==> src/verilog/cpu_pkg.sv <==
package cpu_pkg;

    localparam int XLEN       = 32;
    localparam int REG_AW     = 5;
    localparam int IMEM_AW    = 6;
    localparam int IMEM_DEPTH = 1 << IMEM_AW;        // instruction words

    localparam logic [6:0] OPCODE_OP     = 7'b0110011; // r-type alu
    localparam logic [6:0] OPCODE_OP_IMM = 7'b0010011; // i-type alu

    localparam logic [7:0] LOAD_START = 8'hFE;
    localparam logic [7:0] LOAD_END   = 8'hFF;

    localparam logic [XLEN-1:0] NOP_INSTR = 32'h0000_0013; // addi x0, x0, 0

    typedef logic [XLEN-1:0]   word_t;
    typedef logic [REG_AW-1:0] reg_addr_t;

    typedef enum logic [2:0] {
        ALU_ADD,
        ALU_SUB,
        ALU_AND,
        ALU_OR,
        ALU_XOR
    } alu_op_t;

    typedef struct packed {
        logic [6:0] funct7;
        reg_addr_t  rs2;
        reg_addr_t  rs1;
        logic [2:0] funct3;
        reg_addr_t  rd;
        logic [6:0] opcode;
    } r_fields_t;

    typedef struct packed {
        logic [11:0] imm;
        reg_addr_t   rs1;
        logic [2:0]  funct3;
        reg_addr_t   rd;
        logic [6:0]  opcode;
    } i_fields_t;

    // same word, two field layouts
    typedef union packed {
        r_fields_t r;
        i_fields_t i;
    } instr_t;

    typedef struct packed {
        instr_t instr;
        word_t  pc;
    } if_id_t;

    typedef struct packed {
        word_t     rs1_data;
        word_t     rs2_data;
        reg_addr_t rs1;
        reg_addr_t rs2;
        word_t     imm;        // already sign-extended
        logic      use_imm;
        alu_op_t   alu_op;
        reg_addr_t rd;
        logic      reg_write;
    } id_ex_t;

    typedef struct packed {
        word_t     result;
        reg_addr_t rd;
        logic      reg_write;
    } ex_wb_t;

endpackage
==> src/verilog/fetch_stage.sv <==
`timescale 1ns/1ns

module fetch_stage (
    input  logic                          clk_i,
    input  logic                          reset,
    input  logic                          run_i,
    input  logic [cpu_pkg::IMEM_AW:0]     prog_len_i,
    input  cpu_pkg::word_t                instr_i,
    output logic [cpu_pkg::IMEM_AW-1:0]   fetch_addr_o,
    output cpu_pkg::if_id_t               if_id_o
);
    import cpu_pkg::*;

    word_t            pc_q;
    logic [XLEN-3:0]  pc_word;
    logic             in_prog;
    word_t            fetched;
    if_id_t           if_id_q;

    assign pc_word      = pc_q[XLEN-1:2];
    assign in_prog      = run_i && pc_word < (XLEN-2)'(prog_len_i);
    assign fetched      = in_prog ? instr_i : NOP_INSTR; // past the end only nops
    assign fetch_addr_o = pc_q[IMEM_AW+1:2];

    always_ff @(posedge clk_i or posedge reset) begin
        if (reset) begin
            pc_q          <= '0;
            if_id_q.instr <= NOP_INSTR;
            if_id_q.pc    <= '0;
        end else if (run_i) begin
            if_id_q.instr <= fetched;
            if_id_q.pc    <= pc_q;
            if (in_prog) pc_q <= pc_q + 32'd4;      // holds at program end
        end
    end

    assign if_id_o = if_id_q;

endmodule

==> config.mk <==
export PLATFORM = sky130hd
export DESIGN_NAME = fetch_stage
export DESIGN_NICKNAME = d
export VERILOG_FILES = /design/src/verilog/cpu_pkg.sv /design/src/verilog/fetch_stage.sv
export SDC_FILE = /design/constraint.sdc
export NUM_CORES = 1
export LEC_CHECK = 0
export BUFFER_PORTS_ARGS = -buffer_cell sky130_fd_sc_hd__buf_2
export CORE_ASPECT_RATIO = 0.6
export CORE_MARGIN = 2
export CORE_UTILIZATION = 40
export DETAILED_ROUTE_END_ITERATION = 10
export GPL_ROUTABILITY_DRIVEN = 1
export PLACE_DENSITY = 0.67
export SLEW_MARGIN = 25
export SYNTH_ARGS = -nofsm -noshare
export SYNTH_HDL_FRONTEND = slang
export SYNTH_SLANG_ARGS = --single-unit
==> constraint.sdc <==
create_clock -name clk_i -period 2.5 [get_ports clk_i]
set_clock_uncertainty 0.05 [all_clocks]
set_input_delay 0.125 -clock clk_i [delete_from_list [all_inputs] [get_ports clk_i]]
set_output_delay 0.125 -clock clk_i [all_outputs]
set_load 0.02 [all_outputs]
# Yosys cells after proc, flatten, opt, wreduce, memory -nomap -nowiden
# Cells that the tools add are included.
# Widths: inputs -> output; s select.
# word_totals
register_bits	96
in_bits	42
out_inout_bits	70
word_cells	8
# classes
addsub	1
magnitude_cmp	1
muxes	1
n_reduce_logical	2
# op_table
cell	count
$add 32x3->32 const B	1
$mux 32	1
$lt 30x7->1	1
$reduce_and 2->1	1
$logic_and 1x1->1	1

# Longest topological paths before layout
# Gate-level depths: netlist of the first run.
# logic_depth
ltp_word	3
mapped_depth	8
depth_no_buf	7

# Least setup slack after synthesis of the first run
# OpenSTA, ideal clock, no wires.
# synth_timing
path_type	register to register
start	register pc_q[14]
end	register pc_q[3]
setup_time_ns	0.125
t_arrival_ns	1.922
slack_ns	0.403
stages_incl_launch_ff	7
n_path_buf	1
cell_sequence	dfrtp_1 or4_1 a2111oi_0 and3_1 buf_4 nand3_4 mux2_4
# synth_between
elab_chain_cells	3
# synth_lines
element	line	rtl
start: declaration	fetch_stage.sv:14	word_t pc_q;
start signal: assignment	fetch_stage.sv:33	if (in_prog) pc_q <= pc_q + 32'd4;
$lt 30x7->1	fetch_stage.sv:21	assign in_prog = run_i && pc_word < (XLEN-2)'(prog_len_i);
$logic_and 1x1->1	fetch_stage.sv:21	
$reduce_and 2->1 (no line)	--	
# Every way passes these cells.
# A chain may end at the register's enable or synchronous reset.

# Final worst setup path of the first run
# layout_timing
start	register pc_q[14]
end	register if_id_q, in the netlist if_id_o[36]
# layout_between
elab_chain_cells	3
# layout_lines
element	line	rtl
$lt 30x7->1	fetch_stage.sv:21	
$logic_and 1x1->1	fetch_stage.sv:21	
$mux 32	fetch_stage.sv:22	assign fetched = in_prog ? instr_i : NOP_INSTR;
end: declaration	fetch_stage.sv:18	if_id_t if_id_q;
# Every way passes these cells.

==> flow_summary.ini, run 1 <==
[synth]
synth_edf_count = 0
async_flop_share_pct = 100
synth_fa_ha_area_share_pct = 2.34
synth.distinct_cells = 32
ys.flop_type = dfrtp_1
synth.top_cell.area_share_pct = 59.4
synth-seq-area-share_pct = 61.5
synth_top_family_by_area = buffers and inverters
yosysTopAreaCell = dfrtp_1
syn_inst = 308
ys_warn_count = 0
ys_top_cells_by_count = dfrtp_1, inv_1, mux2_2, clkbuf_1, o22ai_1
synth.area.mux_share_pct = 9.41
synth-xor-area-share_pct = 1.40
ys_top_cells_by_area = dfrtp_1, mux2_2, inv_1
synth-seq-cells = 92
synth-compound-area-share_pct = 8.38
syn-cell-area_um2 = 3750
synth_simple_gate_area_share_pct = 4.64
postSynthAreaPerCell_um2 = 12.2
synth.most_common_cell = dfrtp_1

[sta]
finalHoldViolations = 0
fin_tns_setup_ns = 0
fin_crit_ns = 2.25
rsz0062_at_grt = no
slew_headroom_pct = 47.6
worst_pin_slew_ns = 0.786
period_share_pct = 90.2
finalSetupViolations = 0
slew_violations = 0
max_freq_mhz = 444

[layout]
post-route-cell-area_um2 = 4930
stdcell_count = 558
areaGrowthSynthToFinish_pct = 31.5
final_nets = 472
final_layout_size_suffix_gt1_share_pct = 41.2

[drt]
drt-initial-drc-count = 123
wire_per_inst_um = 13.8
firstDrtPassIters = 4
finalWirelength_um = 7720
postRouteAntennaNets = 0
detailroute.via_count = 2485
via_per_inst = 4.45
drc = 0

[grt]
grt_pass1_vias = 2541
grt_max_degree = 63
grt_overflow = 0
grt_pass1_wl_um = 12700
antenna_found_initial = 1
grt_use_total_pct = 16.4

[power_and_ir_drop]
peakVddDrop_v = 0.000413
power_density_nw_per_um2 = 918
p_leak_nw = 2.70
total_power_mw = 4.53

[die]
die_h_um = 79
start_util_pct = 41.0
die-area_um2 = 10200
die_w_um = 129
rows = 27
pin_count = 112
core_area_um2 = 9160

[run]
drv_cap = 0

[min_path]
hp-class = in2reg

[clocking]
insertion_delay_ns = 0.33
ctsHtreeMaxLevel = 3
hold_buffers = 32
cts.clk_slew.worst_paths_ns = 0.06
postCtsSetupRepairBufs = 0
clock-sinks = 92
clock_path_buffers = 2
cts_tree = done
cts-resized-gates = 0
cts_buffers = 9
clock-root-buffer = clkbuf_16

[placement]
place_inst = 510
post-dp-hpwl_um = 5150
place_area_um2 = 4310
portBuffers = 109
place.gp.congestion = 0.790

[worst_setup_path]
cp-end-kind = flop
rr_endpoint = if_id_o[36]
r2r_start = pc_q[14]
reg2reg_depth = 6
cp.arrival_ns = 2.46
start_kind = flop
cp_max_fo = 33
worstSetupPathType = reg2reg
worstPathRequired_ns = 2.71
crit_end = if_id_o[36]
r2r_slack_ns = 0.25
critPathLaunch = pc_q[14]

[outcome]
status = complete, no violations
## registers in the layout, indices dropped and copies added (netlist names)
name and cells:
if_id_o 62, pc_q 30
## layer usage
layer / up-vias / wire [µm] / track usage [%]
li1: 1205 / - / -
met1: 1185 / 3710 / 22.5
met2: 88 / 3340 / 23.9
met3: 7 / 599 / 6.60
met4: 0 / 68 / 4.78
met5: - / 0 / 0
## metrics by stage
stage	hold slack, ns	utilization [%]	setup WS [ns]
6_report	0.0108	53.9	0.246
3_5_place_dp	0.239	47.0	0.269
4_1_cts	0.00342	53.8	0.245
5_1_grt	0.0164	53.8	0.0319
2_1_floorplan	0.214	-	0.403
3_3_place_gp	0.212	47.0	0.289
## power by group
group	leakage (nW)	internal [mW]	switching, mW
combinational	1.35	0.516	0.718
sequential	1.21	1.73	0.190
clock	0.145	0.826	0.541
total	2.70	3.08	1.45
## layout make-up
cell class	instances	area [µm²]
inverters	65	248
multi-input cells	110	988
flip-flops and latches	92	2310
clock inverters	3	46.3
well taps	130	163
clock buffers	12	256
repair buffers	145	921
fillers	798	4220
diodes	1	2.50
## layout by cell type (no fill, tap or decap), types with 2 or more instances in the layout
cell,instances
a21oi_1,2
and3_1,7
buf_12,2
buf_2,109
buf_4,2
clkbuf_16,9
clkbuf_8,2
clkinvlp_4,2
conb_1,2
dfrtp_1,89
dfstp_2,3
dlygate4sd3_1,32
ha_1,7
inv_1,64
mux2_2,30
nand3_1,3
nand4_1,6
nor4_1,3
o22a_1,3
o22ai_1,18
o22ai_2,11
xnor2_1,6
## worst min path at each step
stage	end	slack, ns	startpoint	cells past startpoint
after floorplan	if_id_o[34]	0.21	instr_i[2]	2
after global placement	if_id_o[42]	0.21	reset	2
after detailed placement	if_id_o[41]	0.24	reset	2
after CTS	if_id_o[51]	0.003	instr_i[19]	3
after global routing	if_id_o[51]	0.02	instr_i[19]	3
final	if_id_o[51]	0.01	instr_i[19]	3
## worst max-delay path, stage by stage (launching register included)
cell and delay (ns):
dfrtp_1 0.39, or4_1 0.52, a2111oi_0 0.33, and3_1 0.35, nand3_4 0.14, buf_12 0.20, o22a_1 0.18
## cells by family (layout without fill, tap and decap cells)
family	count (synthesis)	after routing
AO/OA/AOI/OAI	37	37
buffers and inverters	107	225
adder cells (fa/ha/maj)	7	7
flip-flops	92	92
AND/OR/NAND/NOR	27	27
multiplexers	31	31
other	1	3
XOR/XNOR	6	6
Power figures use the tool's default switching activity.
==> run 2: changes to the inputs <==
PLACE_DENSITY = not set   (was 0.67)
clock period = 2.3 ns   (was 2.5 ns; I/O delays follow)
==> flow_summary.ini, run 2 (same netlist as run 1, synthesis figures left out) <==
[outcome]
status = complete, no violations

[layout]
final_layout_size_suffix_gt1_share_pct = 42.2
final_util_pct = 54.6
layout_common_cells = buf_2, dfrtp_1, inv_1
n_antenna_cell = 0
areaGrowthSynthToFinish_pct = 33.3
largest_reg_flops = 62
post-route-cell-area_um2 = 5000
final_nets = 478
final_common_cell = buf_2

[drt]
via_per_inst = 4.41
drc = 0
firstDrtPassIters = 4
detailroute.via_count = 2490
drt-initial-drc-count = 59
wire_per_inst_um = 13.6
finalWirelength_um = 7680
postRouteAntennaNets = 0

[die]
pin_count = 112
die-area_um2 = 10200
rows = 27
die_w_um = 129
core_area_um2 = 9160
die_h_um = 79
start_util_pct = 41.0

[clocking]
clock_path_buffers = 2
postCtsSetupRepairBufs = 0
cts.clk_slew.worst_paths_ns = 0.06
cts-resized-gates = 0
cts_buffers = 9
insertion_delay_ns = 0.34
cts_tree = done
ctsHtreeMaxLevel = 3
clock-sinks = 92
clock-root-buffer = clkbuf_16

[worst_setup_path]
cp_slowest_cell = or4_1
crit_end = if_id_o[36]
r2r_slack_ns = 0.14
critPathLaunch = pc_q[14]
cp.arrival_ns = 2.38
rr_endpoint = if_id_o[36]
start_kind = flop
worstPathCellList = or4_1, a2111oi_0, and3_1, nand3_4, buf_12, o22a_1
cp_max_fo = 30
cpPeakStageDelay_ns = 0.52
cp.depth = 6
cp-end-kind = flop
r2r_start = pc_q[14]
worstSetupPathType = reg2reg
worstPathRequired_ns = 2.52
critPathTopFamily = simple AND/OR/NAND/NOR gates
crit_buf_inv = 1
reg2reg_depth = 6

[power_and_ir_drop]
total_power_mw = 5.14
power_density_nw_per_um2 = 1030
p_leak_nw = 2.75
peakVddDrop_v = 0.000447

[placement]
place.gp.congestion = 0.751
post-dp-hpwl_um = 5070
portBuffers = 109
place_area_um2 = 4330

[sta]
holdWs_ns = 0.347
slew_violations = 0
fin_tns_setup_ns = 0
fin_crit_ns = 2.16
finalSetupViolations = 0
period_share_pct = 94.1
worst_pin_slew_ns = 0.789
slew_headroom_pct = 47.4
max_freq_mhz = 462
finalHoldViolations = 0
rsz0062_at_grt = no

[grt]
grt_max_degree = 63
grt_pass1_vias = 2536
grt_use_total_pct = 16.7
grt_pass1_wl_um = 12900
antenna_found_initial = 0
grt_overflow = 0

[run]
drv_cap = 0

[min_path]
hp-class = reg2reg
==> run 2: how the worst min path moves through the flow <==
| stage | start | slack [ns] | end | cells after the start |
|---|---|---|---|---|
| final | pc_q[15] | 0.35 | pc_q[15] | 0 |
| after global routing | pc_q[24] | 0.36 | pc_q[24] | 0 |
| after CTS | prog_len_i[0] | 0.34 | pc_q[2] | 6 |
| after detailed placement | reset | 0.24 | if_id_o[49] | 3 |
| after global placement | reset | 0.23 | if_id_o[49] | 3 |
| after floorplan | instr_i[2] | 0.20 | if_id_o[34] | 2 |
==> run 2: what timing repair did <==
action | in CTS | in global routing
setup endpoints to repair | 0 | 0
hold buffers | 33 | 0
endpoints found under the hold margin | 121 | 0
==> run 2: final cells by class <==
class,count,area [µm²]
clock buffer,9,225
clock inverter,7,114
fill,814,4160
inverter,65,248
multi-input combinational,110,988
sequential,92,2310
tap,130,163
timing repair buffer,151,956
==> run 2: report_power, final <==
group          total, mW  internal (mW)  leakage, nW  switching, mW
combinational       1.41          0.593         1.38          0.812
clock               1.67           1.06        0.170          0.606
sequential          2.07           1.88         1.21          0.185
total               5.14           3.54         2.75           1.60
==> run 2: metrics by stage <==
step	setup WS [ns]	std cells
2_1_floorplan	0.203	309
3_3_place_gp	0.138	515
3_5_place_dp	0.131	515
4_1_cts	0.117	564
5_1_grt	0.0203	564
6_report	0.136	564
==> run 2: metal layers <==
metal  vias to the layer above  track usage [%]  share of wire, %
li1                       1224                -                 -
met1                      1179             23.8                51
met2                        78             23.3                40
met3                         9             7.14               8.1
met4                         0             4.24              0.99
met5                         -                0                 0
==> run 3: changes to the inputs <==
==> constraint.sdc (replaced) <==
create_clock -name clk_i -period 2.2 [get_ports clk_i]
set_clock_uncertainty 0.05 [all_clocks]
set_input_delay 0.11 -clock clk_i [delete_from_list [all_inputs] [get_ports clk_i]]
set_output_delay 0.11 -clock clk_i [all_outputs]
set_load 0.05 [all_outputs]
==> flow_summary.ini, run 3 (same netlist as run 1, synthesis figures left out) <==
[power_and_ir_drop]
swShare_pct = 40.0
p_int_mw = 3.54
p_clk_share_pct = 25.2
p_leak_nw = 2.80
p_sw_mw = 2.37
power_density_nw_per_um2 = 1160
power.share.sequential_pct = 36.3
peakVddDrop_v = 0.000517
p_comb_share_pct = 38.5

[die]
die_h_um = 79
start_util_pct = 41.0
pin_count = 112
die_w_um = 129
rows = 27
core_area_um2 = 9160
die-area_um2 = 10200

[sta]
slew_headroom_pct = 47.2
fin_tns_setup_ns = 0
period_share_pct = 95.0
worst_slack_ns = 0.110
slew_violations = 0
max_freq_mhz = 479
finalSetupViolations = 0
holdWs_ns = 0.345
fin_crit_ns = 2.09
worst_pin_slew_ns = 0.791
rsz0062_at_grt = no
finalHoldViolations = 0

[placement]
place_ws_ns = -0.0774
portBuffers = 109
place_inst = 518
place_area_um2 = 4380
post-dp-hpwl_um = 5230
place.gp.congestion = 0.759

[grt]
grt_pass1_wl_um = 12500
grt_overflow = 0
antenna_found_initial = 1
grt_max_degree = 63
grt_pass1_vias = 2500
grt_use_total_pct = 16.2

[clocking]
clock-sinks = 92
clock-root-buffer = clkbuf_16
clock_path_buffers = 2
insertion_delay_ns = 0.34
cts_buffers = 9
cts_tree = done
cts.clk_slew.worst_paths_ns = 0.06
ctsHtreeMaxLevel = 3

[layout]
final_layout_size_suffix_gt1_share_pct = 43.7
final_common_cell = buf_2
largest_reg_flops = 62
multi_input_area_um2 = 1000
areaGrowthSynthToFinish_pct = 36.2
n_fill_cell = 804
final_nets = 486
stdcell_count = 572
layout_common_cells = buf_2, dfrtp_1, inv_1
seq_area_um2 = 2310
n_antenna_cell = 0
post-route-cell-area_um2 = 5110

[run]
drv_cap = 0

[worst_setup_path]
start_kind = flop
cp.arrival_ns = 2.26
cp_slowest_cell = or4_1
cp-end-kind = flop
worstPathRequired_ns = 2.37
worstPathCellList = or4_1, a2111oi_2, and3_4, nand3_4, mux2_4
cp_max_fo = 6
worstSetupPathType = reg2reg
cpPeakStageDelay_ns = 0.55

[drt]
via_per_inst = 4.44
drt-initial-drc-count = 83
firstDrtPassIters = 4
detailroute.via_count = 2540
postRouteAntennaNets = 0
wire_per_inst_um = 14.1
drc = 0
finalWirelength_um = 8040

[min_path]
hp-class = reg2reg

[outcome]
status = complete, no violations
-- run 3: changes by cell type in the layout (fill, tap and decap cells not counted), sizes merged --
cell,previous run,this run
clkinvlp,1,3
bufinv,3,0
clkbuf,9,14
buf,118,123
inv,65,66
clkinv,3,1
-- run 3: power by group through the flow --
stage | Sequential, mW | Combinational [mW] | Clock [mW]
finish | 2.14 | 2.28 | 1.49
global route | 2.18 | 2.43 | 1.60
CTS | 2.14 | 2.16 | 1.54
detailed placement | 2.17 | 2.11 | 0
global placement | 2.16 | 2.08 | 0
floorplan | 2.91 | 0.898 | 0
-- run 3: through the flow --
step	power, mW	utilization [%]
CTS	5.85	54.7
global route	6.21	55.8
finish	5.91	55.8
floorplan	3.81	-
detailed placement	4.28	47.8
global placement	4.24	47.8
-- run 3: worst max-delay path, delay by kind of cell (launching register included) --
family	cells	cell delay (ns)
and+or+nand+nor	3	0.96
DFF	1	0.38
muxes	1	0.33
AOI/OAI and AO/OA	1	0.24
-- run 3: final timing paths --
kind                            startpoint           to  slack (ns)  depth (start not counted)
worst max-delay path              pc_q[14]      pc_q[3]        0.11                          5
worst min-delay path              pc_q[14]     pc_q[14]        0.34                          0
worst max register to register    pc_q[14]      pc_q[3]        0.11                          5
worst min register to register    pc_q[14]     pc_q[14]        0.34                          0
max in group asynchronous            reset  if_id_o[32]        1.10                          4
min in group asynchronous            reset  if_id_o[57]        0.35                          3
-- run 3: layer usage --
layer | global-route usage [%] | wire (µm)
met5 | 0 | 13
met3 | 6.13 | 613
met2 | 23.1 | 3310
met1 | 22.8 | 4000
met4 | 5.22 | 100
-- run 3: final cells by class --
| class | count | area share (%) |
|---|---|---|
| Sequential cell | 92 | 45.1 |
| Timing Repair Buffer | 159 | 21.5 |
| Clock buffer | 11 | 4.95 |
| Multi-Input combinational cell | 110 | 19.6 |
| Clock inverter | 5 | 0.808 |
| Tap cell | 130 | 3.18 |
| Inverter | 65 | 4.85 |
-- run 3: what timing repair did --
| item | in CTS | in global routing |
|---|---|---|
| buffers inserted | 1 | 0 |
| cloned | 0 | 4 |
| hold buffers | 33 | 0 |
| endpoints found under the hold margin | 57 | 0 |
| gates resized for setup | 2 | 2 |
| setup endpoints to repair | 36 | 39 |
| pin swaps | 1 | 2 |
