**src/verilog/cpu_pkg.sv**
```systemverilog
package cpu_pkg;

    localparam int XLEN       = 32;
    localparam int REG_AW     = 5;
    localparam int IMEM_AW    = 6;
    localparam int IMEM_DEPTH = 1 << IMEM_AW;        // instruction words

    localparam logic [6:0] OPCODE_OP     = 7'b0110011; // r-type alu
    localparam logic [6:0] OPCODE_OP_IMM = 7'b0010011; // i-type alu

    localparam logic [7:0] LOAD_START = 8'hFE;
    localparam logic [7:0] LOAD_END   = 8'hFF;

    localparam logic [XLEN-1:0] NOP_INSTR = 32'h0000_0013; // addi x0, x0, 0

    typedef logic [XLEN-1:0]   word_t;
    typedef logic [REG_AW-1:0] reg_addr_t;

    typedef enum logic [2:0] {
        ALU_ADD,
        ALU_SUB,
        ALU_AND,
        ALU_OR,
        ALU_XOR
    } alu_op_t;

    typedef struct packed {
        logic [6:0] funct7;
        reg_addr_t  rs2;
        reg_addr_t  rs1;
        logic [2:0] funct3;
        reg_addr_t  rd;
        logic [6:0] opcode;
    } r_fields_t;

    typedef struct packed {
        logic [11:0] imm;
        reg_addr_t   rs1;
        logic [2:0]  funct3;
        reg_addr_t   rd;
        logic [6:0]  opcode;
    } i_fields_t;

    // same word, two field layouts
    typedef union packed {
        r_fields_t r;
        i_fields_t i;
    } instr_t;

    typedef struct packed {
        instr_t instr;
        word_t  pc;
    } if_id_t;

    typedef struct packed {
        word_t     rs1_data;
        word_t     rs2_data;
        reg_addr_t rs1;
        reg_addr_t rs2;
        word_t     imm;        // already sign-extended
        logic      use_imm;
        alu_op_t   alu_op;
        reg_addr_t rd;
        logic      reg_write;
    } id_ex_t;

    typedef struct packed {
        word_t     result;
        reg_addr_t rd;
        logic      reg_write;
    } ex_wb_t;

endpackage
```
**src/verilog/execute_stage.sv**
```systemverilog
`timescale 1ns/1ns

module execute_stage (
    input  logic              clk_i,
    input  logic              reset,
    input  cpu_pkg::id_ex_t   id_ex_i,
    output cpu_pkg::ex_wb_t   ex_wb_o
);
    import cpu_pkg::*;

    ex_wb_t  ex_wb_q;
    ex_wb_t  ex_wb_d;
    logic    fwd_valid;
    logic    fwd_a;
    logic    fwd_b;
    word_t   op_a;
    word_t   rs2_val;
    word_t   op_b;
    word_t   result;

    // forward only real writes, x0 never
    assign fwd_valid = ex_wb_q.reg_write && ex_wb_q.rd != '0;
    assign fwd_a     = fwd_valid && ex_wb_q.rd == id_ex_i.rs1;
    assign fwd_b     = fwd_valid && ex_wb_q.rd == id_ex_i.rs2;

    assign op_a    = fwd_a ? ex_wb_q.result : id_ex_i.rs1_data;
    assign rs2_val = fwd_b ? ex_wb_q.result : id_ex_i.rs2_data;
    assign op_b    = id_ex_i.use_imm ? id_ex_i.imm : rs2_val;

    always_comb begin
        case (id_ex_i.alu_op)
            ALU_ADD: result = op_a + op_b;
            ALU_SUB: result = op_a - op_b;
            ALU_AND: result = op_a & op_b;
            ALU_OR:  result = op_a | op_b;
            ALU_XOR: result = op_a ^ op_b;
            default: result = '0;
        endcase
    end

    always_comb begin
        ex_wb_d.result    = result;
        ex_wb_d.rd        = id_ex_i.rd;
        ex_wb_d.reg_write = id_ex_i.reg_write;
    end

    always_ff @(posedge clk_i or posedge reset) begin
        if (reset) begin
            ex_wb_q <= '0;
        end else begin
            ex_wb_q <= ex_wb_d;
        end
    end

    assign ex_wb_o = ex_wb_q;

    // decode must never hand over an encoding outside the enum
    a_alu_op_legal: assert property (@(posedge clk_i) disable iff (reset)
        id_ex_i.alu_op inside {ALU_ADD, ALU_SUB, ALU_AND, ALU_OR, ALU_XOR})
        else $error("illegal alu_op %0d", id_ex_i.alu_op);

endmodule

```
**config.mk**
```make
export PLATFORM = sky130hd
export DESIGN_NAME = execute_stage
export DESIGN_NICKNAME = d
export VERILOG_FILES = /design/src/verilog/cpu_pkg.sv /design/src/verilog/execute_stage.sv
export SDC_FILE = /design/constraint.sdc
export NUM_CORES = 1
export LEC_CHECK = 0
export BUFFER_PORTS_ARGS = -buffer_cell sky130_fd_sc_hd__buf_4
export CAP_MARGIN = 0
export CORE_MARGIN = 2
export CORE_UTILIZATION = 50
export CTS_CLUSTER_SIZE = 24
export DETAILED_ROUTE_END_ITERATION = 8
export PLACE_DENSITY = 0.75
export SLEW_MARGIN = 20
export SYNTH_ARGS = -nofsm -noshare
export SYNTH_HDL_FRONTEND = slang
export SYNTH_SLANG_ARGS = --single-unit
```
**constraint.sdc**
```tcl
create_clock -name clk_i -period 13.75 [get_ports clk_i]
set_clock_uncertainty 0.15 [all_clocks]
set_input_delay 2.0625 -clock clk_i [delete_from_list [all_inputs] [get_ports clk_i]]
set_output_delay 2.0625 -clock clk_i [all_outputs]
set_load 0.01 [all_outputs]
```
After elaboration in Yosys (flattened, before gate mapping) --
Cells that the tools add are included.
Word-level totals: flip-flop bits (word level) 38, input bits 118, logic and storage cells 23, output and inout bits 38
Operators by class: add/sub/neg operators 2, eq/ne operators 6, mux-type cells 4, bitwise gates (word level) 3, reduce and logical (&&, ||, !) cells 5
Operators with widths (number):
- 32-bit one-hot mux with 5 select lines | 1
- 32-bit 2-to-1 mux | 3
- 32-bit adder | 1
- 32-bit AND | 1
- 32-bit bitwise OR | 1
- 32-bit subtractor | 1
- 32-bit XOR | 1
- 5-bit equality test | 2
- 3-bit by 2-bit equality test with 1-bit output (second input constant) | 2
- 5-bit nonzero test | 1
- 3-bit by 1-bit equality test with 1-bit output (second input constant) | 1
- 3-bit equality test (second input constant) | 1
- 1-bit logical AND | 3
- 3-bit zero test | 1

Longest topological paths before layout --
Gate-level depths: netlist (run 1).
word-level depth 7, gate-level depth with buffers 24, mapped depth without buffers 23

Least setup slack after synthesis (run 1) --
OpenSTA, ideal clock, no wires.
path type input to register, start point input id_ex_i[46] in the netlist's numbering, end point register ex_wb_q (netlist bit ex_wb_o[31]), arrival 6.453 ns, setup slack 7.070 ns, setup time 0.077 ns, stages 24, data required time 13.523 ns, buffers on the path 1, path through xor2_1 > a211oi_1 > buf_2 > nand2_2 > nand2_1 > a21oi_1 > a21oi_1 > ha_1 > nand3_2 > nor4_4 > and2_1 > a31oi_1 > xnor2_1 > ha_1 > a21o_1 > a21o_1 > a21oi_1 > a21boi_0 > o21ai_0 > nor4b_1 > o311a_1 > o21a_1 > o311a_1 > a21oi_1
On the way: word-level cells in the longest chain between the ends 6, elaborated cells between the ends (all ways) 10, those cells by class add/sub (2); eq/ne (1); mux (3); bitwise (3); reduce/logical (1)
RTL lines:
- start, declared | line execute_stage.sv:6 | input cpu_pkg::id_ex_t id_ex_i,
- 5-bit equality test (*) | line execute_stage.sv:24 | assign fwd_b = fwd_valid && ex_wb_q.rd == id_ex_i.rs2;
- 1-bit logical AND (*) | line execute_stage.sv:24
- 32-bit 2-to-1 mux (*) | line execute_stage.sv:27 | assign rs2_val = fwd_b ? ex_wb_q.result : id_ex_i.rs2_data;
- 32-bit 2-to-1 mux (*) | line execute_stage.sv:28 | assign op_b = id_ex_i.use_imm ? id_ex_i.imm : rs2_val;
- 32-bit subtractor (tied with other cells) | line execute_stage.sv:33 | ALU_SUB: result = op_a - op_b;
- 32-bit one-hot mux with 5 select lines (*) | line execute_stage.sv:31 | case (id_ex_i.alu_op)
- named net result[25] | line execute_stage.sv:19 | word_t result;
- end signal, assigned | line execute_stage.sv:51 | ex_wb_q <= ex_wb_d;
- end, declared | line execute_stage.sv:11 | ex_wb_t ex_wb_q;
The timed path passes the listed nets; every way through them passes the cells marked *.

Worst setup path in the final report (run 1) --
start point input id_ex_i[43] in the netlist's numbering, end point register ex_wb_q (netlist bit ex_wb_o[31])
Same word-level chain as after synthesis.

==> impl_metrics.py, run 1 <==
metrics = {
    "place": {
        "hpwl_mm": 15.7,
        "io_buffers": 155,
        "placed_cell_area_um2": 7820,
        "gp_congestion": 0.956,
    },
    "clocking": {
        "cts.clk_slew.worst_paths_ns": 0.07,
        "post_cts_resized": 0,
        "ctsHoldBuffers": 0,
        "cts_inserted_buffers": 5,
        "clock_sinks": 38,
        "cts_max_level": 2,
        "cts-root-buf": "clkbuf_16",
        "cts_buffer_depth": 2,
        "cts_tree": "done",
        "cts_setup_buffers": 0,
        "insertion_delay_ns": 0.30,
    },
    "worst_hold_path": {
        "hold_path_depth": 4,
        "hold_path_end": "ex_wb_o[24]$_DFF_PP0_",
        "hp-class": "register to register",
        "min-delay-start": "ex_wb_o[24]$_DFF_PP0_",
    },
    "setup_path": {
        "critPathSlowestCell": "a211o_1",
        "r2r_cells": 23,
        "path_class": "input pin to register",
        "reg2reg_to": "ex_wb_o[31]$_DFF_PP0_",
        "cpMostUsedCell": "a21oi_1",
        "start_kind": "input pin",
        "crit_cells": 24,
        "critPathRequiredTime_ns": 13.82,
        "end_kind": "register",
        "crit_arrival_ns": 7.90,
        "crit_fanout": 21,
        "critPathBufInv": 1,
        "rrSetupSlack_ns": 7.14,
        "cp_cell_sequence": "buf_4 > xor2_1 > a211o_1 > nor2_4 > nand2_1 > a21oi_1 > a21oi_1 > ha_1 > nand3_2 > nor4_4 > and2_1 > a31oi_1 > xnor2_1 > ha_1 > a21o_1 > a21o_1 > a21oi_1 > a21boi_0 > o21ai_0 > nor4b_1 > o311a_1 > o21a_1 > o311a_1 > a21oi_1",
        "cp_top_family": "compound AO/OA/AOI/OAI gates",
        "slowest_delay_ns": 0.86,
        "timing.rr.start": "ex_wb_o[1]$_DFF_PP0_",
    },
    "synth": {
        "ys_seq_elements": 38,
        "ys.flop_type": "dfrtp_1",
        "ys_types": 60,
        "avgSynthCellArea_um2": 7.65,
        "ys_warn_count": 0,
        "ys_seq_area_frac": 0.146,
        "syn-cell-area_um2": 6530,
        "synth_edf_count": 0,
        "synthCells": 854,
        "synthArstFlopShare": 1.00,
        "synth_nets": 1070,
    },
    "grt": {
        "antenna_found_initial": 0,
        "grt_usage": 0.301,
        "grt_pass1_vias": 6632,
        "grt_start_max_net_pins": 58,
        "grt_overflow": 0,
        "grt_pass1_wl_mm": 34.2,
    },
    "route": {
        "firstDrtPassIters": 7,
        "drcViolationCount": 0,
        "final_antenna_net_count": 0,
        "first_iter_violations": 549,
        "finalWirelength_mm": 21.3,
        "routed_via_density": 5.91,
        "num_vias": 6832,
        "wl_per_cell_um": 18.4,
    },
    "sta": {
        "fmax_mhz": 128,
        "fin_crit_sh": 0.569,
        "period_minus_slack_ns": 7.83,
        "finalMaxSlewViolations": 0,
        "worstMarginPinSlew_ns": 1.07,
        "rsz0062_at_grt": "false",
        "tns_ns": 0,
        "max-slew-margin-rel": 0.288,
        "hold_violations": 0,
        "setup_viol": 0,
    },
    "die": {
        "design.core.area_um2": 12700,
        "die_y_um": 118,
        "dieArea_um2": 14000,
        "initial_core_util": 0.516,
        "core.rowCount": 41,
        "die_x_um": 118,
        "ios": 156,
    },
    "cells_and_area": {
        "n_antenna_cell": 0,
        "nets": 1199,
        "fin_area_um2": 7970,
        "largest_reg_flops": 38,
        "drive_above_1_share": 0.199,
        "area_delta_synth_final_pct": 21.9,
        "finish.utilization": 0.629,
    },
    "flow_run": {
        "cap_violations": 0,
    },
    "pwr": {
        "power_uw": 608,
        "power.density_nw_per_um2": 76.3,
        "leakage_uw": 0.00389,
        "peakVddDrop_mv": 0.0451,
    },
    "outcome": {
        "status": "finished, final reports clean",
    },
}
==> cell type report <==
| cell class | instances | area (um2) |
|---|---|---|
| clock buffers | 7 | 143 |
| clock inverters | 1 | 5.00 |
| fillers | 1139 | 4710 |
| inverters | 98 | 368 |
| multi-input cells | 676 | 5050 |
| flip-flops and latches | 38 | 951 |
| well taps | 172 | 215 |
| repair buffers | 164 | 1230 |
==> power by group <==
part / internal [uW] / total (uW) / leakage (uW) / switching [uW]
clock network: 72.3 / 127 / 0.0000739 / 54.3
logic: 150 / 336 / 0.00334 / 185
registers: 128 / 145 / 0.000473 / 17.2
==> cells by family after synthesis <==
group | count (synthesis) | share of synthesized area
AOI/OAI and AO/OA | 239 | 0.246
xor gates and xnor gates | 61 | 0.0818
adders and majority gates | 98 | 0.189
buffers and inverters | 140 | 0.0835
DFF | 38 | 0.146
muxes | 54 | 0.0827
and+or+nand+nor | 224 | 0.171
==> metal layers <==
metal	up-vias	share of wire	global-route usage
met5	-	0	0
met4	0	0.021	0.101
met1	3230	0.45	0.408
met2	277	0.46	0.498
li1	3294	-	-
met3	31	0.069	0.0333
==> cell usage after synthesis, types with 3 or more instances <==
master,instances,share of area
ha_1,97,0.19
inv_1,97,0.056
nand2_1,58,0.033
nor2_1,56,0.032
o21ai_0,55,0.042
mux2i_1,54,0.083
a21oi_1,50,0.038
xnor2_1,50,0.067
nand3_1,40,0.031
dfrtp_1,38,0.15
clkbuf_1,33,0.019
a21o_1,19,0.022
a31oi_1,16,0.015
a211oi_1,14,0.016
nor3_1,13,0.010
a31o_2,11,0.015
xor2_1,11,0.015
nand4_1,9,0.0086
o21a_1,9,0.010
o21ai_1,9,0.0069
o311a_1,9,0.014
nor2b_1,8,0.0077
and2_1,7,0.0067
o221ai_1,7,0.0094
nor4_1,6,0.0057
o211ai_1,5,0.0057
or3_1,5,0.0048
buf_2,4,0.0031
nor3b_1,4,0.0046
o31a_1,4,0.0054
o31ai_1,4,0.0046
a21boi_0,3,0.0034
a221oi_1,3,0.0040
and3_1,3,0.0029
buf_1,3,0.0017
nand2b_1,3,0.0029
nor4_4,3,0.0098
o21bai_1,3,0.0034
==> cell usage in the layout, fill, tap and decap left out, types with 16 or more instances in the layout <==
cell     netlist  layout
a21oi_1       50      50
o21ai_0       55      55
dfrtp_1       38      38
inv_1         97      97
mux2i_1       54      54
nand2_1       58      58
buf_4          0     164
ha_1          97      97
xnor2_1       50      50
nand3_1       40      40
a21o_1        19      19
nor2_1        56      56
a31oi_1       16      16
==> per-stage QoR <==
stage,hold slack [ns],cells,worst slack [ns]
6_report,0.733,1156,5.92
4_1_cts,0.735,1156,6.08
2_1_floorplan,0.714,854,7.07
5_1_grt,0.766,1156,5.54
3_3_place_gp,0.716,1148,6.03
3_5_place_dp,0.722,1148,5.83
==> worst max-delay path by stage <==
stage	start	end
after floorplan	id_ex_i[46]	ex_wb_o[31]$_DFF_PP0_
after global placement	id_ex_i[46]	ex_wb_o[31]$_DFF_PP0_
after detailed placement	id_ex_i[43]	ex_wb_o[31]$_DFF_PP0_
after CTS	id_ex_i[43]	ex_wb_o[31]$_DFF_PP0_
after global routing	id_ex_i[43]	ex_wb_o[37]$_DFF_PP0_
final	id_ex_i[43]	ex_wb_o[31]$_DFF_PP0_
==> worst reg2reg max path, stage by stage (launching register included) <==
cell      delay [ns]
dfrtp_1         0.45
nor3_1          0.39
a211o_1         0.91
nor2_4          0.27
nand2_1         0.15
a21oi_1         0.07
a21oi_1         0.32
ha_1            0.26
nand3_2         0.12
nor4_4          0.39
and2_1          0.27
a31oi_1         0.12
xnor2_1         0.14
ha_1            0.34
a21o_1          0.19
a21o_1          0.17
a21oi_1         0.21
a21boi_0        0.11
o21ai_0         0.35
nor4b_1         0.14
o311a_1         0.38
o21a_1          0.21
o311a_1         0.34
a21oi_1         0.11
(Power assumes the default switching activity.)
==> inputs of run 2 (changes only) <==
==> constraint.sdc (replaced) <==
create_clock -name clk_i -period 8.14 [get_ports clk_i]
set_clock_uncertainty 0.15 [all_clocks]
set_input_delay 1.221 -clock clk_i [delete_from_list [all_inputs] [get_ports clk_i]]
set_output_delay 1.221 -clock clk_i [all_outputs]
set_load 0.01 [all_outputs]
==> run 2 against run 1 <==
Combinational power up 68%. Largest cell class unchanged. Final cell count unchanged. Non-clock buffer count up 2. Via count down 0.56%. Register-to-register slack worse by 5.2 ns. Sequential power up 70%.
==> impl_metrics.py, run 2 (synthesis results as in run 1) <==
metrics = {
    "outcome": {
        "status": "finished, final reports clean",
    },
    "pwr": {
        "clkPwrFrac": 0.206,
        "seqPwrFrac": 0.241,
        "p_comb_frac": 0.554,
        "switching_share": 0.422,
        "p_int_uw": 590,
        "p_sw_uw": 431,
        "power.density_nw_per_um2": 128,
        "leakage_uw": 0.00389,
        "peakVddDrop_mv": 0.0884,
    },
    "route": {
        "finalWirelength_mm": 21.1,
        "drcViolationCount": 0,
        "firstDrtPassIters": 6,
        "routed_via_density": 5.88,
        "final_antenna_net_count": 0,
        "first_iter_violations": 520,
        "wl_per_cell_um": 18.2,
        "num_vias": 6794,
    },
    "cells_and_area": {
        "final_common_cell": "buf_4",
        "area_delta_synth_final_pct": 22.0,
        "largest_reg_flops": 38,
        "n_fill_cell": 1160,
        "n_antenna_cell": 0,
        "seqCellArea_um2": 951,
        "nets": 1201,
        "final_cell_mix": "166 x buf_4, 97 x inv_1, 97 x ha_1",
        "drive_above_1_share": 0.200,
        "finish.utilization": 0.629,
        "multi_input_area_um2": 5050,
    },
    "setup_path": {
        "start_kind": "input pin",
        "crit_fanout": 11,
        "slowest_delay_ns": 0.50,
        "critPathRequiredTime_ns": 8.20,
        "critPathBufInv": 2,
        "crit_arrival_ns": 6.76,
        "end_kind": "register",
        "cp_top_family": "compound AO/OA/AOI/OAI gates",
        "critPathSlowestCell": "a211o_1",
        "cp_cell_sequence": "buf_4 > xor2_1 > a211o_1 > nor2_4 > o311a_1 > inv_1 > nor4_1 > and2_1 > and2_1 > a31oi_1 > xnor2_1 > ha_1 > a21o_1 > a21o_1 > a21oi_1 > a21boi_0 > o21ai_0 > nor4b_1 > o311a_1 > o21a_1 > o311a_1 > a21oi_1",
        "path_class": "input pin to register",
        "cpMostUsedCell": "o311a_1",
    },
    "sta": {
        "rsz0062_at_grt": "false",
        "period_minus_slack_ns": 6.69,
        "fin_crit_sh": 0.822,
        "max-slew-margin-rel": 0.350,
        "tns_ns": 0,
        "worstMarginPinSlew_ns": 0.973,
        "hold_violations": 0,
        "finalMaxSlewViolations": 0,
        "fmax_mhz": 149,
        "setup_viol": 0,
    },
    "die": {
        "core.rowCount": 41,
        "initial_core_util": 0.516,
        "design.core.area_um2": 12700,
        "die_x_um": 118,
        "dieArea_um2": 14000,
        "die_y_um": 118,
        "ios": 156,
    },
    "clocking": {
        "insertion_delay_ns": 0.30,
        "post_cts_resized": 0,
        "cts-root-buf": "clkbuf_16",
        "clock_sinks": 38,
        "cts_max_level": 2,
        "cts_setup_buffers": 0,
        "cts.clk_slew.worst_paths_ns": 0.06,
        "cts_tree": "done",
        "cts_inserted_buffers": 5,
        "ctsHoldBuffers": 0,
        "cts_buffer_depth": 2,
    },
    "grt": {
        "grt_usage": 0.302,
        "antenna_found_initial": 0,
        "grt_start_max_net_pins": 58,
        "grt_pass1_vias": 6490,
        "grt_overflow": 0,
        "grt_pass1_wl_mm": 34.2,
    },
    "flow_run": {
        "cap_violations": 0,
    },
    "place": {
        "hpwl_mm": 15.7,
        "gp_congestion": 0.932,
        "io_buffers": 155,
    },
    "worst_hold_path": {
        "hp-class": "register to register",
    },
}
==> run 2: final timing paths <==
path	from	endpoint	slack (ns)	cells past startpoint
setup / recovery	id_ex_i[46]	ex_wb_o[31]$_DFF_PP0_	1.45	22
hold / removal	ex_wb_o[24]$_DFF_PP0_	ex_wb_o[24]$_DFF_PP0_	0.74	4
setup reg to reg	ex_wb_o[1]$_DFF_PP0_	ex_wb_o[31]$_DFF_PP0_	1.96	23
hold reg to reg	ex_wb_o[24]$_DFF_PP0_	ex_wb_o[24]$_DFF_PP0_	0.74	4
max in group asynchronous	reset	ex_wb_o[29]$_DFF_PP0_	6.51	3
min in group asynchronous	reset	ex_wb_o[7]$_DFF_PP0_	0.93	3
==> run 2: metal layers <==
metal	part of all wire	up-vias	GRT usage	wire length (um)
met5	0	-	0	0
met4	0.016	0	0.0783	336
met3	0.080	32	0.0512	1690
met2	0.47	311	0.497	9880
met1	0.43	3157	0.408	9150
li1	-	3294	-	-
==> run 2: worst min-delay path, stage by stage, from the launching register on <==
cell	delay, ns
dfrtp_1	0.36
mux2i_1	0.11
ha_1	0.28
nand2_1	0.04
o221ai_1	0.06
==> run 2: cell type report <==
| cell class | instances | share of cell area |
|---|---|---|
| multi-input combinational | 676 | 0.634 |
| tap | 172 | 0.0270 |
| sequential | 38 | 0.119 |
| clock buffer | 6 | 0.0174 |
| inverter | 98 | 0.0461 |
| timing repair buffer | 166 | 0.156 |
==> run 2: power by group through the flow <==
stage | clock (uW) | sequential [uW] | combinational, uW
6_report | 210 | 246 | 565
5_1_grt | 220 | 249 | 627
4_1_cts | 213 | 245 | 561
3_5_place_dp | 0 | 249 | 557
3_3_place_gp | 0 | 248 | 554
2_1_floorplan | 0 | 253 | 365
==> run 2: through the flow <==
step / area (um2) / instances / hold WS, ns / worst slack [ns] / power [uW]
3_3_place_gp: 7830 / 1150 / 0.728 / 1.43 / 802
5_1_grt: 7970 / 1156 / 0.792 / 0.922 / 1100
6_report: 7970 / 1156 / 0.743 / 1.45 / 1020
2_1_floorplan: 6530 / 854 / 0.714 / 2.30 / 619
3_5_place_dp: 7830 / 1150 / 0.735 / 1.30 / 806
4_1_cts: 7970 / 1156 / 0.749 / 1.56 / 1020
==> inputs of run 3 (changes only) <==
==> constraint.sdc (replaced) <==
create_clock -name clk_i -period 6.3 [get_ports clk_i]
set_clock_uncertainty 0.15 [all_clocks]
set_input_delay 0.945 -clock clk_i [delete_from_list [all_inputs] [get_ports clk_i]]
set_output_delay 0.945 -clock clk_i [all_outputs]
set_load 0.01 [all_outputs]
==> run 3 against run 2 <==
Global-route usage is 1.5 points higher. Clock power is 71% higher. Core utilization up 1.9 points. Die area is the same. Critical path depth up 2. Wire length grew 4.9%. Highest routed layer unchanged.
==> impl_metrics.py, run 3 (synthesis results as in run 1) <==
metrics = {
    "route": {
        "finalWirelength_mm": 22.1,
        "num_vias": 6904,
        "drcViolationCount": 0,
        "wl_per_cell_um": 18.7,
        "routed_via_density": 5.85,
        "firstDrtPassIters": 6,
        "final_antenna_net_count": 0,
        "first_iter_violations": 481,
    },
    "setup_path": {
        "path_class": "input pin to register",
        "critPathRequiredTime_ns": 6.38,
        "crit_fanout": 5,
        "reg2reg_to": "ex_wb_o[31]$_DFF_PP0_",
        "end_kind": "register",
        "r2r_cells": 24,
        "start_kind": "input pin",
        "timing.rr.start": "ex_wb_o[1]$_DFF_PP0_",
        "crit_arrival_ns": 5.94,
        "rrSetupSlack_ns": 0.52,
    },
    "clocking": {
        "cts_inserted_buffers": 5,
        "cts_buffer_depth": 2,
        "cts-root-buf": "clkbuf_16",
        "clock_sinks": 38,
        "insertion_delay_ns": 0.30,
        "cts.clk_slew.worst_paths_ns": 0.07,
        "cts_tree": "done",
        "ctsHoldBuffers": 0,
        "cts_max_level": 2,
        "post_cts_resized": 0,
    },
    "place": {
        "gp_congestion": 0.962,
        "dp_slack_ns": 0.0956,
        "io_buffers": 155,
        "hpwl_mm": 16.9,
    },
    "pwr": {
        "p_int_uw": 849,
        "p_comb_frac": 0.526,
        "seqPwrFrac": 0.221,
        "p_sw_uw": 580,
        "peakVddDrop_mv": 0.0981,
        "clkPwrFrac": 0.252,
        "switching_share": 0.406,
        "leakage_uw": 0.00403,
        "power.density_nw_per_um2": 174,
    },
    "die": {
        "die_y_um": 118,
        "core.rowCount": 41,
        "die_x_um": 118,
        "ios": 156,
        "design.core.area_um2": 12700,
        "initial_core_util": 0.516,
        "dieArea_um2": 14000,
    },
    "sta": {
        "fin_crit_sh": 0.930,
        "setup_viol": 0,
        "finalMaxSlewViolations": 0,
        "max-slew-margin-rel": 0.362,
        "worstMarginPinSlew_ns": 0.955,
        "hold_violations": 0,
        "tns_ns": 0,
        "fmax_mhz": 171,
        "hold-worst-slack_ns": 0.596,
        "rsz0062_at_grt": "false",
        "period_minus_slack_ns": 5.86,
        "timing.final.ws_setup_ns": 0.441,
    },
    "cells_and_area": {
        "nets": 1224,
        "final_cell_mix": "188 x buf_4, 97 x inv_1, 97 x ha_1",
        "final_common_cell": "buf_4",
        "finish.utilization": 0.648,
        "largest_reg_flops": 38,
        "n_antenna_cell": 0,
        "area_delta_synth_final_pct": 25.7,
        "drive_above_1_share": 0.220,
    },
    "grt": {
        "grt_pass1_vias": 6980,
        "antenna_found_initial": 0,
        "grt_start_max_net_pins": 58,
        "grt_usage": 0.317,
        "grt_pass1_wl_mm": 35.9,
        "grt_overflow": 0,
    },
    "flow_run": {
        "cap_violations": 0,
    },
    "worst_hold_path": {
        "hold_path_end": "ex_wb_o[3]$_DFF_PP0_",
        "hold_path_depth": 1,
        "min-delay-start": "id_ex_i[3]",
        "hp-class": "input pin to register",
    },
    "outcome": {
        "status": "finished, final reports clean",
    },
}
run 3: cell count changes in the layout (fill, tap and decap cells not counted):
cell | before | now
clkinv_4 | 0 | 1
buf_12 | 0 | 1
bufinv_16 | 0 | 2
clkbuf_8 | 1 | 0
buf_4 | 166 | 188
run 3: worst max-delay path, stage by stage:
cell,delay [ns]
buf_4,0.11
xnor2_1,0.19
and4_1,0.31
nand2_2,0.16
nand2_1,0.11
a21oi_1,0.06
a21oi_1,0.29
ha_1,0.25
nand3_2,0.13
nor4_4,0.26
and2_1,0.29
a31oi_1,0.14
xnor2_1,0.15
ha_1,0.32
a21o_1,0.19
a21o_1,0.17
a21oi_1,0.23
a21boi_0,0.11
o21ai_0,0.34
nor4b_1,0.15
o311a_1,0.38
o21a_1,0.21
o311a_1,0.33
a21oi_1,0.12
run 3: layout make-up:
| type | instances | area (um2) |
|---|---|---|
| Timing Repair Buffer | 189 | 1430 |
| Clock buffer | 5 | 125 |
| Multi-Input combinational cell | 676 | 5050 |
| Fill cell | 1128 | 4460 |
| Sequential cell | 38 | 951 |
| Inverter | 98 | 368 |
| Tap cell | 172 | 215 |
| Clock inverter | 3 | 68.8 |
run 3: power groups by stage:
stage	clock network [uW]	logic, uW	registers, uW
4_1_cts	362	744	316
3_5_place_dp	0	739	320
6_report	360	752	316
3_3_place_gp	0	736	320
5_1_grt	371	834	321
2_1_floorplan	0	472	327
run 3: stage by stage:
| stage | total power, uW | area, um2 | std cells |
|---|---|---|---|
| after floorplan | 799 | 6530 | 854 |
| after global placement | 1060 | 8000 | 1170 |
| after detailed placement | 1060 | 8000 | 1170 |
| after CTS | 1420 | 8190 | 1178 |
| after global routing | 1530 | 8210 | 1181 |
| final | 1430 | 8210 | 1181 |
run 3: timing repair:
item | CTS | global route
setup buffers | 0 | 3
endpoints found under the hold margin | 0 | 0
endpoints found under the setup margin | 0 | 1
run 3: routing by layer:
layer  wire (um)  vias up  GRT usage  share of wire
met2       10400      280      0.539           0.47
met5           0        -          0              0
met4         415        0     0.0911          0.019
met1        9810     3247      0.417           0.44
li1            -     3346          -              -
met3        1470       31     0.0425          0.067
run 3: worst max path at each step:
stage | from | endpoint | slack, ns | cells after the start
2_1_floorplan | id_ex_i[46] | ex_wb_o[31]$_DFF_PP0_ | 0.74 | 24
3_3_place_gp | id_ex_i[46] | ex_wb_o[37]$_DFF_PP0_ | 0.31 | 22
3_5_place_dp | id_ex_i[46] | ex_wb_o[31]$_DFF_PP0_ | 0.1 | 23
4_1_cts | id_ex_i[46] | ex_wb_o[31]$_DFF_PP0_ | 0.41 | 23
5_1_grt | id_ex_i[45] | ex_wb_o[31]$_DFF_PP0_ | 0.005 | 23
6_report | id_ex_i[44] | ex_wb_o[31]$_DFF_PP0_ | 0.44 | 24
